<file path="config.mk">
export PLATFORM = sky130hd
export DESIGN_NAME = fifo_top
export DESIGN_NICKNAME = d
export VERILOG_FILES = /design/src/logic/fifo_cfg_pkg.sv /design/src/logic/fifo_types_pkg.sv /design/src/logic/fifo_ptr_ctrl.sv /design/src/logic/fifo_sdp_ram.sv /design/src/logic/fifo_status.sv /design/src/logic/fifo_top.sv
export SDC_FILE = /design/constraint.sdc
export NUM_CORES = 1
export LEC_CHECK = 0
export ABC_CLOCK_PERIOD_IN_PS = 2430
export BUFFER_PORTS_ARGS = -buffer_cell sky130_fd_sc_hd__buf_2
export CAP_MARGIN = 25
export CORE_MARGIN = 1.5
export CORE_UTILIZATION = 55
export CTS_BUF_LIST = sky130_fd_sc_hd__clkbuf_16
export DETAILED_ROUTE_END_ITERATION = 10
export GPL_TIMING_DRIVEN = 1
export PLACE_DENSITY = 0.8
export SLEW_MARGIN = 20
export SYNTH_ARGS = -nofsm -noshare
export SYNTH_HDL_FRONTEND = slang
export SYNTH_SLANG_ARGS = --single-unit
</file>
<file path="constraint.sdc">
create_clock -name RST_IN -period 2.43 [get_ports RST_IN]
set_input_delay 0.243 -clock RST_IN [delete_from_list [all_inputs] [get_ports RST_IN]]
set_output_delay 0.243 -clock RST_IN [all_outputs]
set_load 0.02 [all_outputs]
</file>
<file path="src/logic/fifo_cfg_pkg.sv">
//**************************************************
// Sizing constants for the single-clock FIFO
// Import into a module body to pick up the RAM
// geometry and the full threshold
//**************************************************

package fifo_cfg_pkg;

	// RAM geometry
	localparam int ADR_WIDTH = 4;		// Address and pointer bits
	localparam int DAT_WIDTH = 16;		// Bits per stored word

	// Number of RAM words
	localparam int DEPTH = 2 ** ADR_WIDTH;

	// Full threshold
	// Equal pointers mean empty, so one word always stays unused
	localparam int FULL_LEVEL = DEPTH - 1;

endpackage

</file>
<file path="src/logic/fifo_types_pkg.sv">
//**************************************************
// Vector types and packed port structs of the FIFO
// Used in port lists by scoped name and in module
// bodies through a wildcard import
//**************************************************

package fifo_types_pkg;

	import fifo_cfg_pkg::*;

	// Widths with a meaning
	typedef logic [ADR_WIDTH-1:0] adr_t;	// RAM address, pointers
	typedef logic [DAT_WIDTH-1:0] dat_t;	// One data word
	typedef logic [ADR_WIDTH:0] wrds_t;	// Used words, one extra bit

	// Write side, strobe and data
	typedef struct packed
	{
		logic wr;			// Write strobe
		dat_t dat;			// Write data
	} wr_port_t;

	// Read side output
	typedef struct packed
	{
		logic de;			// Data enable
		dat_t dat;			// Read data
	} rd_data_t;

	// Status bundle
	typedef struct packed
	{
		wrds_t wrds;		// Registered used-word count
		logic empty;		// Combinational from the pointers
		logic full;			// From the word count
	} fifo_status_t;

endpackage

</file>
<file path="src/logic/fifo_ptr_ctrl.sv">
//**************************************************
// Write and read pointers of the FIFO
// Also gives the empty flag and the read acceptance
// that drives the RAM data enable
//**************************************************

`timescale 1ns/1ps

module fifo_ptr_ctrl
(
	input logic RST_IN,							// Clock
	input logic CLK_IN,							// Reset
	input logic clr,
	input logic wr,
	input logic rd_en,
	input logic rd,
	output fifo_types_pkg::adr_t wr_adr,
	output fifo_types_pkg::adr_t rd_adr,
	output logic rd_accept,
	output logic empty
);

	import fifo_cfg_pkg::*;
	import fifo_types_pkg::*;

	localparam adr_t LAST_ADR = adr_t'(DEPTH - 1);

	logic wr_take;			// Write taken this edge

	// Clear wins over a write
	assign wr_take = wr && !clr;

	// Read needs the enable level, a request and data
	assign rd_accept = rd_en && rd && !empty && !clr;

	// Equal pointers mean nothing stored
	assign empty = (wr_adr == rd_adr);

	// Write pointer
	always_ff @(posedge RST_IN or posedge CLK_IN)
	begin
		if (CLK_IN)
			wr_adr <= '0;
		else if (clr)
			wr_adr <= '0;
		else if (wr_take)
		begin
			if (wr_adr == LAST_ADR)
				wr_adr <= '0;			// Wrap
			else
				wr_adr <= wr_adr + 1'b1;
		end
	end

	// Read pointer
	// Holds while rd_en is low
	always_ff @(posedge RST_IN or posedge CLK_IN)
	begin
		if (CLK_IN)
			rd_adr <= '0;
		else if (clr)
			rd_adr <= '0;
		else if (rd_accept)
		begin
			if (rd_adr == LAST_ADR)
				rd_adr <= '0;			// Wrap
			else
				rd_adr <= rd_adr + 1'b1;
		end
	end

	// A write with no read in the same cycle must not catch up with the
	// read pointer, otherwise the FIFO would look empty after overflowing
	a_no_overflow : assert property
	(
		@(posedge RST_IN) disable iff (CLK_IN)
		(wr_take && !rd_accept) |=> (wr_adr != rd_adr)
	)
	else
		$error("FIFO overflow, write pointer reached read pointer");

endmodule

</file>
<file path="src/logic/fifo_sdp_ram.sv">
//**************************************************
// Simple dual-port RAM, one clock, read first
// Read port registered under rd_en with one cycle
// latency, data enable registered alongside
//**************************************************

`timescale 1ns/1ps

module fifo_sdp_ram
(
	input logic RST_IN,							// Clock
	input logic CLK_IN,							// Reset
	input fifo_types_pkg::wr_port_t wr_port,
	input fifo_types_pkg::adr_t wr_adr,
	input fifo_types_pkg::adr_t rd_adr,
	input logic rd_en,
	input logic rd_accept,
	output fifo_types_pkg::rd_data_t rd_data
);

	import fifo_cfg_pkg::*;
	import fifo_types_pkg::*;

	dat_t mem [DEPTH];		// Storage array
	dat_t rd_dat;			// Output data register
	logic de;				// Data enable register

	// Write port
	always_ff @(posedge RST_IN)
	begin
		if (wr_port.wr)
			mem[wr_adr] <= wr_port.dat;
	end

	// Read port
	// Old contents win on an address collision
	always_ff @(posedge RST_IN)
	begin
		if (rd_en)
			rd_dat <= mem[rd_adr];
	end

	// Data enable, one cycle behind the accepted read
	always_ff @(posedge RST_IN or posedge CLK_IN)
	begin
		if (CLK_IN)
			de <= 1'b0;
		else if (rd_en)
			de <= rd_accept;
	end

	assign rd_data = '{de: de, dat: rd_dat};

	// A fresh data enable pairs with one step of the read pointer
	// Only checked where the register was enabled at the last edge
	a_de_follows_read : assert property
	(
		@(posedge RST_IN) disable iff (CLK_IN)
		($past(rd_en) && de) |-> (rd_adr == adr_t'($past(rd_adr) + 1'b1))
	)
	else
		$error("Data enable without an accepted read");

endmodule

</file>
<file path="src/logic/fifo_status.sv">
//**************************************************
// Used-word count and full flag of the FIFO
// Count registered from the pointer difference
// and full decoded from the count
//**************************************************

`timescale 1ns/1ps

module fifo_status
(
	input logic RST_IN,							// Clock
	input logic CLK_IN,							// Reset
	input fifo_types_pkg::adr_t wr_adr,
	input fifo_types_pkg::adr_t rd_adr,
	output fifo_types_pkg::wrds_t wrds,
	output logic full
);

	import fifo_cfg_pkg::*;
	import fifo_types_pkg::*;

	localparam wrds_t FULL_WRDS = wrds_t'(FULL_LEVEL);

	adr_t diff;			// Pointer distance

	// Address width arithmetic wraps modulo DEPTH
	assign diff = wr_adr - rd_adr;

	// One cycle behind the pointers
	always_ff @(posedge RST_IN or posedge CLK_IN)
	begin
		if (CLK_IN)
			wrds <= '0;
		else
			wrds <= {1'b0, diff};
	end

	assign full = (wrds == FULL_WRDS);		// From the count

	// The count steps by one word at most unless a clear drops it to zero
	a_wrds_step : assert property
	(
		@(posedge RST_IN) disable iff (CLK_IN)
		(wrds == '0) || (wrds == $past(wrds))
			|| (wrds == wrds_t'($past(wrds) + 1'b1))
			|| (wrds == wrds_t'($past(wrds) - 1'b1))
	)
	else
		$error("Word count changed by more than one word");

endmodule

</file>
<file path="src/logic/fifo_top.sv">
//**************************************************
// Single-clock FIFO, 16 words of 16 bits, burst mode
// Write any cycle, read under rd_en, data enable
// follows each accepted read by one cycle
//**************************************************

`timescale 1ns/1ps

module fifo_top
(
	input logic RST_IN,							// Clock
	input logic CLK_IN,							// Reset, async, active high
	input logic clr,							// Synchronous clear
	input fifo_types_pkg::wr_port_t wr_port,
	input logic rd_en,							// Read enable level
	input logic rd,
	output fifo_types_pkg::rd_data_t rd_data,
	output fifo_types_pkg::fifo_status_t status
);

	import fifo_types_pkg::*;

	adr_t wr_adr;
	adr_t rd_adr;
	logic rd_accept;
	logic empty;
	wrds_t wrds;
	logic full;

	// Pointers, read acceptance and empty
	fifo_ptr_ctrl u_ptr_ctrl
	(
		.RST_IN		(RST_IN),
		.CLK_IN		(CLK_IN),
		.clr		(clr),
		.wr			(wr_port.wr),
		.rd_en		(rd_en),
		.rd			(rd),
		.wr_adr		(wr_adr),
		.rd_adr		(rd_adr),
		.rd_accept	(rd_accept),
		.empty		(empty)
	);

	// Storage with registered read port
	fifo_sdp_ram u_sdp_ram
	(
		.RST_IN		(RST_IN),
		.CLK_IN		(CLK_IN),
		.wr_port	(wr_port),
		.wr_adr		(wr_adr),
		.rd_adr		(rd_adr),
		.rd_en		(rd_en),
		.rd_accept	(rd_accept),
		.rd_data	(rd_data)
	);

	// Used words and full
	fifo_status u_status
	(
		.RST_IN		(RST_IN),
		.CLK_IN		(CLK_IN),
		.wr_adr		(wr_adr),
		.rd_adr		(rd_adr),
		.wrds		(wrds),
		.full		(full)
	);

	assign status = '{wrds: wrds, empty: empty, full: full};

endmodule

</file>
Word-level counts from Yosys, hierarchy flattened
Memories as Yosys holds them, arrays and structs flattened. A register that Yosys moved wholly into a read port is not among the register bits.
Cells that the tools add are included.
{"block": "totals", "reg_bits": 13, "latch_bits": 0, "ram_bits": 256, "mem_bits_ro": 0, "in_bits": 22, "n_memories": 1}
{"memory": "u_sdp_ram.mem", "words": 16, "word_bits": 16, "read_ports": 1, "rd_ports_with_merged_regs": 1, "write_ports": 1, "line": "fifo_sdp_ram.sv:24", "text": "dat_t mem [DEPTH];"}
{"block": "classes", "addsub": 3, "mul": 0, "n_div": 0, "order_cmp": 0, "n_eq_ne": 4, "n_shift": 0, "muxes": 8, "bitwise": 0, "reduce_logical": 8}
{"op": "$mux W4", "count": 6}
{"op": "$eq A4 B4 Y1 const B", "count": 3}
{"op": "$add A4 B1 Y4 const B", "count": 2}
{"op": "$eq A4 B4 Y1", "count": 1}
{"op": "$logic_and A1 B1 Y1", "count": 4}
{"op": "$reduce_bool A2 Y1", "count": 2}
{"op": "$sub A4 B4 Y4", "count": 1}
{"op": "$logic_not A1 Y1", "count": 2}
{"op": "$mux W1", "count": 2}

Logic depth before layout (Yosys ltp)
Gate-level depths: netlist of the first run.
{"block": "depth", "word_depth": 6, "depth_mapped": 9, "depth_no_buf": 6}

By module
From an unflattened synthesis of the first run, not the netlist that was laid out.
{"block": "hier_totals", "cells_unflattened": 509, "area_unflattened_um2": 10988.0}
{"mod": "fifo_sdp_ram", "instances": 1, "cells_each": 436, "area_per_inst_um2": 10249.8, "seq_area_each_um2": 8192.9}
{"mod": "fifo_ptr_ctrl", "instances": 1, "cells_each": 49, "area_per_inst_um2": 483.0, "seq_area_each_um2": 200.2}
{"mod": "fifo_status", "instances": 1, "cells_each": 22, "area_per_inst_um2": 240.2, "seq_area_each_um2": 100.1}
{"mod": "fifo_top", "instances": 1, "cells_each": 2, "area_per_inst_um2": 15.0, "seq_area_each_um2": 0.0}

Least setup slack after synthesis of the first run
Ideal clock, no wire load.
{"block": "synth_path", "kind": "register to register", "startpoint": "register u_ptr_ctrl.wr_adr[1]", "endpoint": "memory u_sdp_ram.mem[1][0] (netlist bit) (enable)", "setup_ps": 409, "arrival_time_ps": 1931, "path_slack_ps": 90, "path_stages_with_launch": 5, "n_path_buf": 0, "synth_period_minus_slack_ps": 2340, "path_cell_list": "dfrtp_1 inv_1 ha_1 nand2_1 nor3_1"}
{"item": "from (decl)", "line": "fifo_ptr_ctrl.sv:17", "text": "output fifo_types_pkg::adr_t wr_adr,"}
{"item": "from (signal assigned)", "line": "fifo_ptr_ctrl.sv:51", "text": "wr_adr <= wr_adr + 1'b1;"}
{"item": "to (decl)", "line": "fifo_sdp_ram.sv:24"}
Straight into the memory's write port.

==> results.yml, run 1 <==
pwr:
  leakagePower_uw: 0.00425
  powerDensity_nw_per_um2: 810
  vdd_ir_drop_max_mv: 0.485
grt:
  grt_overflow_total: 0
  grt_pass1_vias: 5726
  antenna_found_initial: 1
  grt.total_usage_pct: 23.3
  grt_pass1_wl_microns: 35700
  grt_max_degree: 69
layout:
  final_common_cell: "edfxtp_1"
  drive_above_1_share_pct: 29.1
  filler_cell_count: 1240
  area_delta_synth_final_pct: 14.6
  nets: 626
  layout_common_cells: "edfxtp_1 (272), buf_2 (44), mux4_2 (42), buf_4 (31), a22oi_1 (30)"
drt:
  first_pass_iters: 4
  drc: 0
  drt-total-wl_microns: 24000
  antenna_left: 0
  vias: 5489
  first_iter_violations: 569
  avgViaCountPerCell: 6.22
  wl_per_cell_microns: 27.2
cts:
  clk_latency_ns: 0.54
  cts.path.max_buffers: 3
  cts_buffers: 27
  h-tree-depth: 1
  cts_hold_buf: 2
  post_cts_buffers: 0
  tritoncts: "done"
  root_buffer: "clkbuf_16"
  clk_pin_slew_worst_paths_ns: 0.07
  ctsResizeCount: 0
  clock-sinks: 285
sta:
  maxSlewViolCount: 0
  holdWs_ns: 0.0763
  hold_violations: 0
  worst_pin_slew_ns: 0.504
  rsz0062_at_grt: "false"
  slew_headroom_pct: 66.4
  fmax_mhz: 461
  finalCriticalPeriod_ns: 2.17
  min_period_over_period_pct: 89.2
  setup_tns_ns: 0
  setup_viol: 0
  worst_clock_skew_ns: 0.0145
worst_setup_path:
  end_kind: "primary output"
  worst-path-max-fanout: 13
  crit_required_ns: 2.19
  critical_path_class: "register to primary output"
  arrival_ns: 1.92
  critPathLaunchType: "register"
synth:
  seq_area_frac_synth_pct: 76.7
  synth_nets: 546
  async_flop_share_pct: 4.56
  ys.flop_type: "edfxtp_1"
  ys_seq_elements: 285
  yosys_warnings: 0
  synth_enable_flop_cells: 272
  synth_area_sq_um: 11100
  syn_avg_cell_area_sq_um: 21.5
  synth_cell_type_count: 38
  syn_inst: 515
flow_run:
  cap_viol_max_count: 0
die:
  core-area_sq_um: 19600
  num_rows: 51
  start_util_pct: 56.5
  dieArea_sq_um: 21000
  pin_count: 46
  die_y_microns: 145
  die_w_microns: 145
outcome:
  outcome: "finished, final reports clean"
worst_hold_path:
  hold_path.class: "input port to register"
placed_design:
  dp_hpwl_microns: 13500
  place_congestion: 0.787
  portBuffers: 44
[stage by stage]
stage,worst slack [ns],utilization [%],cell area [sq um],total power (uW),std cells
floorplan,0.0899,-,11100,5970,515
global placement,0.536,60.1,11800,6130,829
detailed placement,0.495,60.1,11800,6150,829
CTS,0.284,64.8,12700,10300,881
global route,0.177,64.8,12700,10600,881
finish,0.262,64.8,12700,10300,882
[routing by layer]
metal	GRT usage (%)	part of all wire (%)	up-vias
li1	-	-	2286
met1	30.1	37	2851
met2	40.2	52	292
met3	3.62	7.6	60
met4	9.12	3.4	0
met5	0	0	-
[area by class of cell]
class / instances / area, sq um / share of cell area, %
Sequential cell: 285 / 8500 / 66.9
Multi-Input combinational cell: 190 / 2350 / 18.5
Clock buffer: 27 / 676 / 5.32
Timing Repair Buffer: 82 / 573 / 4.51
Tap cell: 265 / 332 / 2.61
Clock inverter: 23 / 228 / 1.79
Inverter: 9 / 33.8 / 0.266
Antenna cell: 1 / 2.50 / 0.0197
[worst max-delay path, stage by stage (launching register included)]
cell and delay, ns:
dfrtp_1 0.54, ha_1 0.41, nand3_1 0.13, nor2_1 0.13, buf_2 0.18
[cells in the mapped netlist, types with 5 or more instances]
cell	instances	share of area [%]
nand2_1	25	0.85
edfxtp_1	272	74
mux4_1	22	5.2
a22oi_1	30	2.0
a21oi_1	5	0.23
nand2b_1	5	0.28
ha_1	8	0.90
dfrtp_1	13	2.9
buf_4	8	0.54
clkbuf_1	12	0.41
nor2_1	22	0.75
mux4_2	42	8.5
inv_1	9	0.30
[kinds of logic after synthesis]
| kind of cell | after synthesis | synth area share, % |
|---|---|---|
| DFF | 285 | 76.7 |
| muxes | 67 | 14.0 |
| and+or+nand+nor | 64 | 2.51 |
| AOI/OAI and AO/OA | 43 | 2.91 |
| buffers and inverters | 40 | 2.28 |
| adders and majority gates | 9 | 1.08 |
| xor gates and xnor gates | 6 | 0.474 |
| other | 1 | 0.0339 |
[where the power goes]
part / internal [uW] / leakage [uW] / switching [uW]
combinational: 237 / 0.00115 / 310
clock: 2460 / 0.000458 / 1770
sequential: 5470 / 0.00264 / 38.8
total: 8170 / 0.00425 / 2120
[path summary, 6_finish.rpt]
kind                                       from                   end  slack (ns)  cells past startpoint
hold reg to reg                    u_sdp_ram.de          u_sdp_ram.de        0.54                      2
hold / removal                       wr_port[6]  u_sdp_ram.mem[10][6]        0.08                      1
setup reg to reg           u_ptr_ctrl.wr_adr[1]   u_sdp_ram.mem[4][2]        0.50                      5
max in group asynchronous                CLK_IN  u_ptr_ctrl.rd_adr[0]        1.78                      3
setup / recovery           u_ptr_ctrl.wr_adr[2]             status[1]        0.26                      4
min in group asynchronous                CLK_IN          u_sdp_ram.de        0.28                      3
[registers in the layout, indices dropped and copies added (netlist names)]
register,cells
u_ptr_ctrl.wr_adr,4
u_sdp_ram.mem,256
u_sdp_ram.de,1
u_ptr_ctrl.rd_adr,4
u_sdp_ram.rd_dat,16
u_status.wrds,4
(Power assumes the default switching activity.)
==> run 2, diff against run 1 <==
- ABC_AREA: default -> 1
- CORE_UTILIZATION: 55 -> 56
- PLACE_DENSITY: 0.8 -> 0.81
==> results.yml, run 2 <==
worst_setup_path:
  critical_path.top_delay_family: "flip-flops"
  worst-path-max-fanout: 11
  end_kind: "primary output"
  crit_slowest_cell: "dfrtp_4"
  worstPathCellList: "ha_1 > and3_1 > nand2_1 > inv_1 > buf_2"
  arrival_ns: 2.01
  max_stage_delay_ns: 0.55
  crit_buf_inv: 2
  critical_path_class: "register to primary output"
  critPathLaunchType: "register"
  crit_required_ns: 2.19
layout:
  layout_common_cells: "edfxtp_1 (272), nand2_1 (264), inv_1 (242), nand3_1 (233), buf_2 (44)"
  final_util_pct: 63.9
  area_delta_synth_final_pct: 12.3
  drive_above_1_share_pct: 11.9
  regMostFlops: "u_sdp_ram.mem"
  final_common_cell: "edfxtp_1"
  antenna_cells: 0
  reg_top3: "u_sdp_ram.mem x256, u_sdp_ram.rd_dat x16"
  nets: 1251
  largest_reg_flops: 256
pwr:
  vdd_ir_drop_max_mv: 0.577
  leakagePower_uw: 0.00599
  fin_total_pwr_uw: 10400
  powerDensity_nw_per_um2: 744
cts:
  clk_latency_ns: 0.54
  cts.path.max_buffers: 3
  post_cts_buffers: 0
  root_buffer: "clkbuf_16"
  clock-sinks: 285
  tritoncts: "done"
  clk_pin_slew_worst_paths_ns: 0.06
  cts_buffers: 28
  h-tree-depth: 1
drt:
  wl_met2_microns: 14000
  antenna_left: 0
  avgViaCountPerCell: 5.53
  first_pass_iters: 8
  vias: 8399
  met3_length_microns: 2820
  met1_length_microns: 11500
  wl_per_cell_microns: 19.2
  drc: 0
  top_layer_used: "met4"
  drt-total-wl_microns: 29100
  first_iter_violations: 1017
placed_design:
  dp_hpwl_microns: 17300
  place_ws_ns: 0.481
  portBuffers: 44
  place_congestion: 0.838
synth:
  synth_nets: 1192
  yosysTopAreaCell: "edfxtp_1"
  async_flop_share_pct: 4.56
  ys.flop_type: "edfxtp_1"
  syn_inst: 1161
  synthTopCellsByArea: "edfxtp_1 (66%), nand3_1 (9.4%), nand2_1 (8.0%)"
  synth_area_sq_um: 12400
  synth_enable_flop_cells: 272
  synth_most_common_cell: "edfxtp_1"
  netlist.area_leader.share_pct: 65.8
  ys_seq_elements: 285
  syn_avg_cell_area_sq_um: 10.7
  synthTopCellsByCount: "edfxtp_1 (272), nand2_1 (264), inv_1 (239), nand3_1 (233), or2_1 (32)"
  yosys_warnings: 0
  seq_area_frac_synth_pct: 68.4
  synth_cell_type_count: 26
die:
  die_y_microns: 152
  dieArea_sq_um: 23100
  die_w_microns: 152
  core-area_sq_um: 21800
  num_rows: 54
  pin_count: 46
  start_util_pct: 56.9
sta:
  min_period_over_period_pct: 92.8
  hold_violations: 0
  setup_viol: 0
  worst_pin_slew_ns: 0.549
  fmax_mhz: 443
  slew_headroom_pct: 63.4
  setup_tns_ns: 0
  rsz0062_at_grt: "false"
  timing.final.ws_setup_ns: 0.175
  worst_clock_skew_ns: 0.0147
  maxSlewViolCount: 0
  finalCriticalPeriod_ns: 2.26
grt:
  grt_pass1_vias: 8299
  grt_overflow_total: 0
  antenna_found_initial: 0
  grt.total_usage_pct: 25.4
  grt_pass1_wl_microns: 45700
  grt_max_degree: 73
outcome:
  outcome: "finished, final reports clean"
worst_hold_path:
  hold_path.class: "input port to register"
flow_run:
  cap_viol_max_count: 0
==> run 2: cell type report <==
cell class	instances	area, sq um
clock inverters	21	144
inverters	241	907
flip-flops and latches	285	8500
multi-input cells	577	2720
fillers	1613	7880
clock buffers	29	726
repair buffers	87	598
well taps	280	350
==> run 2: worst paths after layout <==
| kind | from | endpoint | slack (ns) | cells past startpoint |
|---|---|---|---|---|
| setup / recovery | u_ptr_ctrl.rd_adr[0] | status[1] | 0.17 | 5 |
| hold / removal | wr_port[16] | u_ptr_ctrl.wr_adr[3] | 0.08 | 3 |
| setup reg to reg | u_ptr_ctrl.wr_adr[1] | u_sdp_ram.mem[3][14] | 0.47 | 4 |
| hold reg to reg | u_sdp_ram.de | u_sdp_ram.de | 0.52 | 2 |
| max in group asynchronous | CLK_IN | u_ptr_ctrl.rd_adr[0] | 1.74 | 3 |
| min in group asynchronous | CLK_IN | u_ptr_ctrl.wr_adr[0] | 0.29 | 3 |
==> run 2: logic make-up (layout without fill, tap and decap cells) <==
family | after synthesis | count (layout) | share of synthesized area (%)
buffers and inverters | 299 | 378 | 10.0
AND/OR/NAND/NOR | 554 | 554 | 19.8
flip-flops | 285 | 285 | 68.4
adder cells (fa/ha/maj) | 9 | 9 | 0.967
other | 1 | 1 | 0.0302
AO/OA/AOI/OAI | 8 | 8 | 0.342
XOR/XNOR | 5 | 5 | 0.413
==> run 2: through the flow <==
step	hold slack (ns)	instances	instance area (sq um)
floorplan	0.120	1161	12400
global placement	0.297	1468	13100
detailed placement	0.307	1468	13100
CTS	0.0623	1520	13900
global route	0.0824	1520	13900
finish	0.0799	1520	13900
==> run 2: what timing repair did <==
| item | CTS | global route |
|---|---|---|
| gates resized for setup | 0 | 0 |
| hold buffers | 2 | 0 |
| hold endpoints to repair | 14 | 0 |
==> run 2: worst reg2reg max path: cells and delay by family (launching register included) <==
kind,cells,cell delay (ns)
buf+inv,1,0.33
flops,1,0.44
simple gates,2,0.66
fa+ha+maj,1,0.21
==> run 2: per-layer routing <==
layer,GRT usage [%],vias up
met5,0,-
met4,9.06,0
met3,4.39,64
met2,41.3,467
met1,34.8,3997
li1,-,3871
==> run 2: power by group <==
group	total (uW)	leakage, uW	switching, uW	internal [uW]
Combinational	737	0.00290	517	220
Clock	4120	0.000454	1760	2360
Sequential	5520	0.00264	37.1	5490
==> run 3, diff against run 2 <==
- SYNTH_HIERARCHICAL: default -> 1
==> results.yml, run 3 <==
cts:
  cts_buffers: 28
  clk_pin_slew_worst_paths_ns: 0.06
  root_buffer: "clkbuf_16"
  clk_latency_ns: 0.54
  clock-sinks: 285
  h-tree-depth: 1
  cts.path.max_buffers: 3
  tritoncts: "done"
  ctsResizeCount: 0
worst_setup_path:
  max_stage_delay_ns: 0.56
  crit_required_ns: 2.19
  crit_slowest_cell: "dfrtp_1"
  worstPathCellList: "inv_1 > nand2_1 > nand2_1 > nor2_1 > nand2_2 > inv_2 > buf_2"
  critical_path_class: "register to primary output"
  critPathLaunchType: "register"
  reg2reg_to: "u_ptr_ctrl/rd_adr[0]"
  cp_common_cell: "nand2_1"
  crit_end: "status[1]"
  arrival_ns: 1.82
  rrSetupSlack_ns: 0.59
  end_kind: "primary output"
  crit_start: "u_ptr_ctrl/wr_adr[1]"
  ff2ff_path_depth: 7
  reg2reg_from: "u_ptr_ctrl/rd_adr[0]"
  worst-path-max-fanout: 10
layout:
  reg_top3: "u_sdp_ram/mem x256, u_sdp_ram/rd_dat x16"
  area_delta_synth_final_pct: 11.9
  nets: 1266
  seq_area_sq_um: 8500
  final_common_cell: "nand2_1"
  layout_common_cells: "nand2_1 (372), edfxtp_1 (272), inv_1 (221), nand3_1 (204), buf_2 (44)"
  drive_above_1_share_pct: 11.0
  largest_reg_flops: 256
  antenna_cells: 0
  filler_cell_count: 1604
  multi_input_area_sq_um: 2770
  regMostFlops: "u_sdp_ram/mem"
synth:
  yosys_warnings: 6
  synth_area_sq_um: 12400
  synth_enable_flop_cells: 272
  synthTopCellsByCount: "nand2_1 (372), edfxtp_1 (272), inv_1 (215), nand3_1 (204), buf_2 (26)"
  synthTopCellsByArea: "edfxtp_1 (66%), nand2_1 (11%), nand3_1 (8.2%)"
  seq_area_frac_synth_pct: 68.5
  ys_seq_elements: 285
  syn_avg_cell_area_sq_um: 10.4
  yosysTopAreaCell: "edfxtp_1"
  synth_most_common_cell: "nand2_1"
  syn_inst: 1190
  ys.flop_type: "edfxtp_1"
  netlist.area_leader.share_pct: 65.9
  synth_cell_type_count: 26
  synth_nets: 1218
  async_flop_share_pct: 4.56
sta:
  worst_clock_skew_ns: 0.00779
  hold_violations: 0
  maxSlewViolCount: 0
  slew_headroom_pct: 33.6
  holdWs_ns: 0.0264
  worst_pin_slew_ns: 0.995
  setup_viol: 0
  finalCriticalPeriod_ns: 2.06
  setup_tns_ns: 0
  rsz0062_at_grt: "false"
  min_period_over_period_pct: 84.8
  fmax_mhz: 485
die:
  die_w_microns: 152
  pin_count: 46
  core-area_sq_um: 21800
  die_y_microns: 152
  num_rows: 54
  dieArea_sq_um: 23000
  start_util_pct: 57.0
drt:
  wl_per_cell_microns: 18.9
  vias: 8513
  antenna_left: 0
  avgViaCountPerCell: 5.53
  first_iter_violations: 813
  drt-total-wl_microns: 29100
  first_pass_iters: 6
  drc: 0
placed_design:
  place_congestion: 0.812
  dp_hpwl_microns: 16000
  portBuffers: 44
pwr:
  p_int_uw: 8130
  comb_power_share_pct: 6.4
  swShare_pct: 21.7
  p_seq_share_pct: 53.1
  vdd_ir_drop_max_mv: 0.517
  leakagePower_uw: 0.00599
  pwr-share-clk_pct: 40.5
  powerDensity_nw_per_um2: 749
  power.switching_uw: 2260
outcome:
  outcome: "finished, final reports clean"
grt:
  grt_max_degree: 86
  grt_pass1_vias: 8426
  antenna_found_initial: 4
  grt.total_usage_pct: 26.3
  grt_overflow_total: 0
  grt_pass1_wl_microns: 44700
worst_hold_path:
  hold_path.class: "input port to register"
flow_run:
  cap_viol_max_count: 0
run 3: cell count changes after synthesis, sizes merged, moves of 2 or more:
cell / before / now
inv: 240 / 222
clkbuf: 9 / 5
nand3: 233 / 204
nand2: 265 / 374
nor2: 20 / 23
or2: 32 / 0
ha: 8 / 5
nand4: 3 / 7
o22ai: 2 / 0
buf: 49 / 51
xnor2: 2 / 0
nand3b: 0 / 2
run 3: worst min-delay path by stage:
stage / from / to / slack [ns] / cells after the start
after floorplan: CLK_IN / u_sdp_ram/de / -0.03 / 1
after global placement: CLK_IN / u_sdp_ram/de / 0.10 / 2
after detailed placement: CLK_IN / u_sdp_ram/de / 0.10 / 2
after CTS: rd_en / u_sdp_ram/de / 0.007 / 2
after global routing: rd_en / u_sdp_ram/de / 0.03 / 2
final: rd_en / u_sdp_ram/de / 0.03 / 2
run 3: worst max-delay path: cells and delay by family, from the launching register on:
| kind | cells | cell delay, ns |
|---|---|---|
| DFF | 1 | 0.56 |
| and+or+nand+nor | 4 | 0.40 |
| buffers and inverters | 3 | 0.32 |
run 3: power by group through the flow:
stage	combinational (uW)	sequential, uW	clock [uW]
finish	669	5520	4200
floorplan	390	5660	0
CTS	668	5520	4240
global route	743	5520	4440
global placement	638	5620	0
detailed placement	661	5620	0
run 3: repair_timing:
action | 4_1_cts | 5_1_grt
setup endpoints to repair | 0 | 0
hold endpoints to repair | 14 | 0
hold buffers | 2 | 0
buffers inserted | 0 | 0
run 3: cell type report:
type                            instances  area share [%]
Sequential cell                       285            61.3
Multi-Input combinational cell        627            20.0
Inverter                              222            6.02
Clock buffer                           29            5.23
Timing Repair Buffer                   74            3.70
Tap cell                              280            2.53
Clock inverter                         23            1.25
run 3: metal layers:
| layer | vias to the layer above | track usage, % | wire length [microns] |
|---|---|---|---|
| met5 | - | 0 | 53 |
| met4 | 8 | 14.2 | 1290 |
| met3 | 128 | 6.23 | 3190 |
| met2 | 498 | 42.5 | 13900 |
| met1 | 3953 | 32.8 | 10600 |
| li1 | 3926 | - | - |
run 3: cells by family (layout without fill, tap and decap cells):
kind of cell | count (synthesis) | in the layout | synth area share [%]
xor gates and xnor gates | 2 | 2 | 0.141
other | 1 | 1 | 0.0303
AOI/OAI and AO/OA | 6 | 6 | 0.242
DFF | 285 | 285 | 68.5
muxes | 1 | 1 | 0.0908
and+or+nand+nor | 611 | 611 | 20.9
buffers and inverters | 278 | 348 | 9.44
adders and majority gates | 6 | 6 | 0.666
run 3: stage by stage:
| stage | total power [uW] | instance area (sq um) | setup slack [ns] | std cells | utilization, % |
|---|---|---|---|---|---|
| floorplan | 6050 | 12400 | 0.610 | 1190 | - |
| CTS | 10400 | 13900 | 0.353 | 1540 | 63.7 |
| global placement | 6260 | 12900 | 0.665 | 1486 | 59.5 |
| finish | 10400 | 13900 | 0.370 | 1540 | 63.7 |
| detailed placement | 6280 | 12900 | 0.636 | 1486 | 59.5 |
| global route | 10700 | 13900 | 0.235 | 1540 | 63.7 |
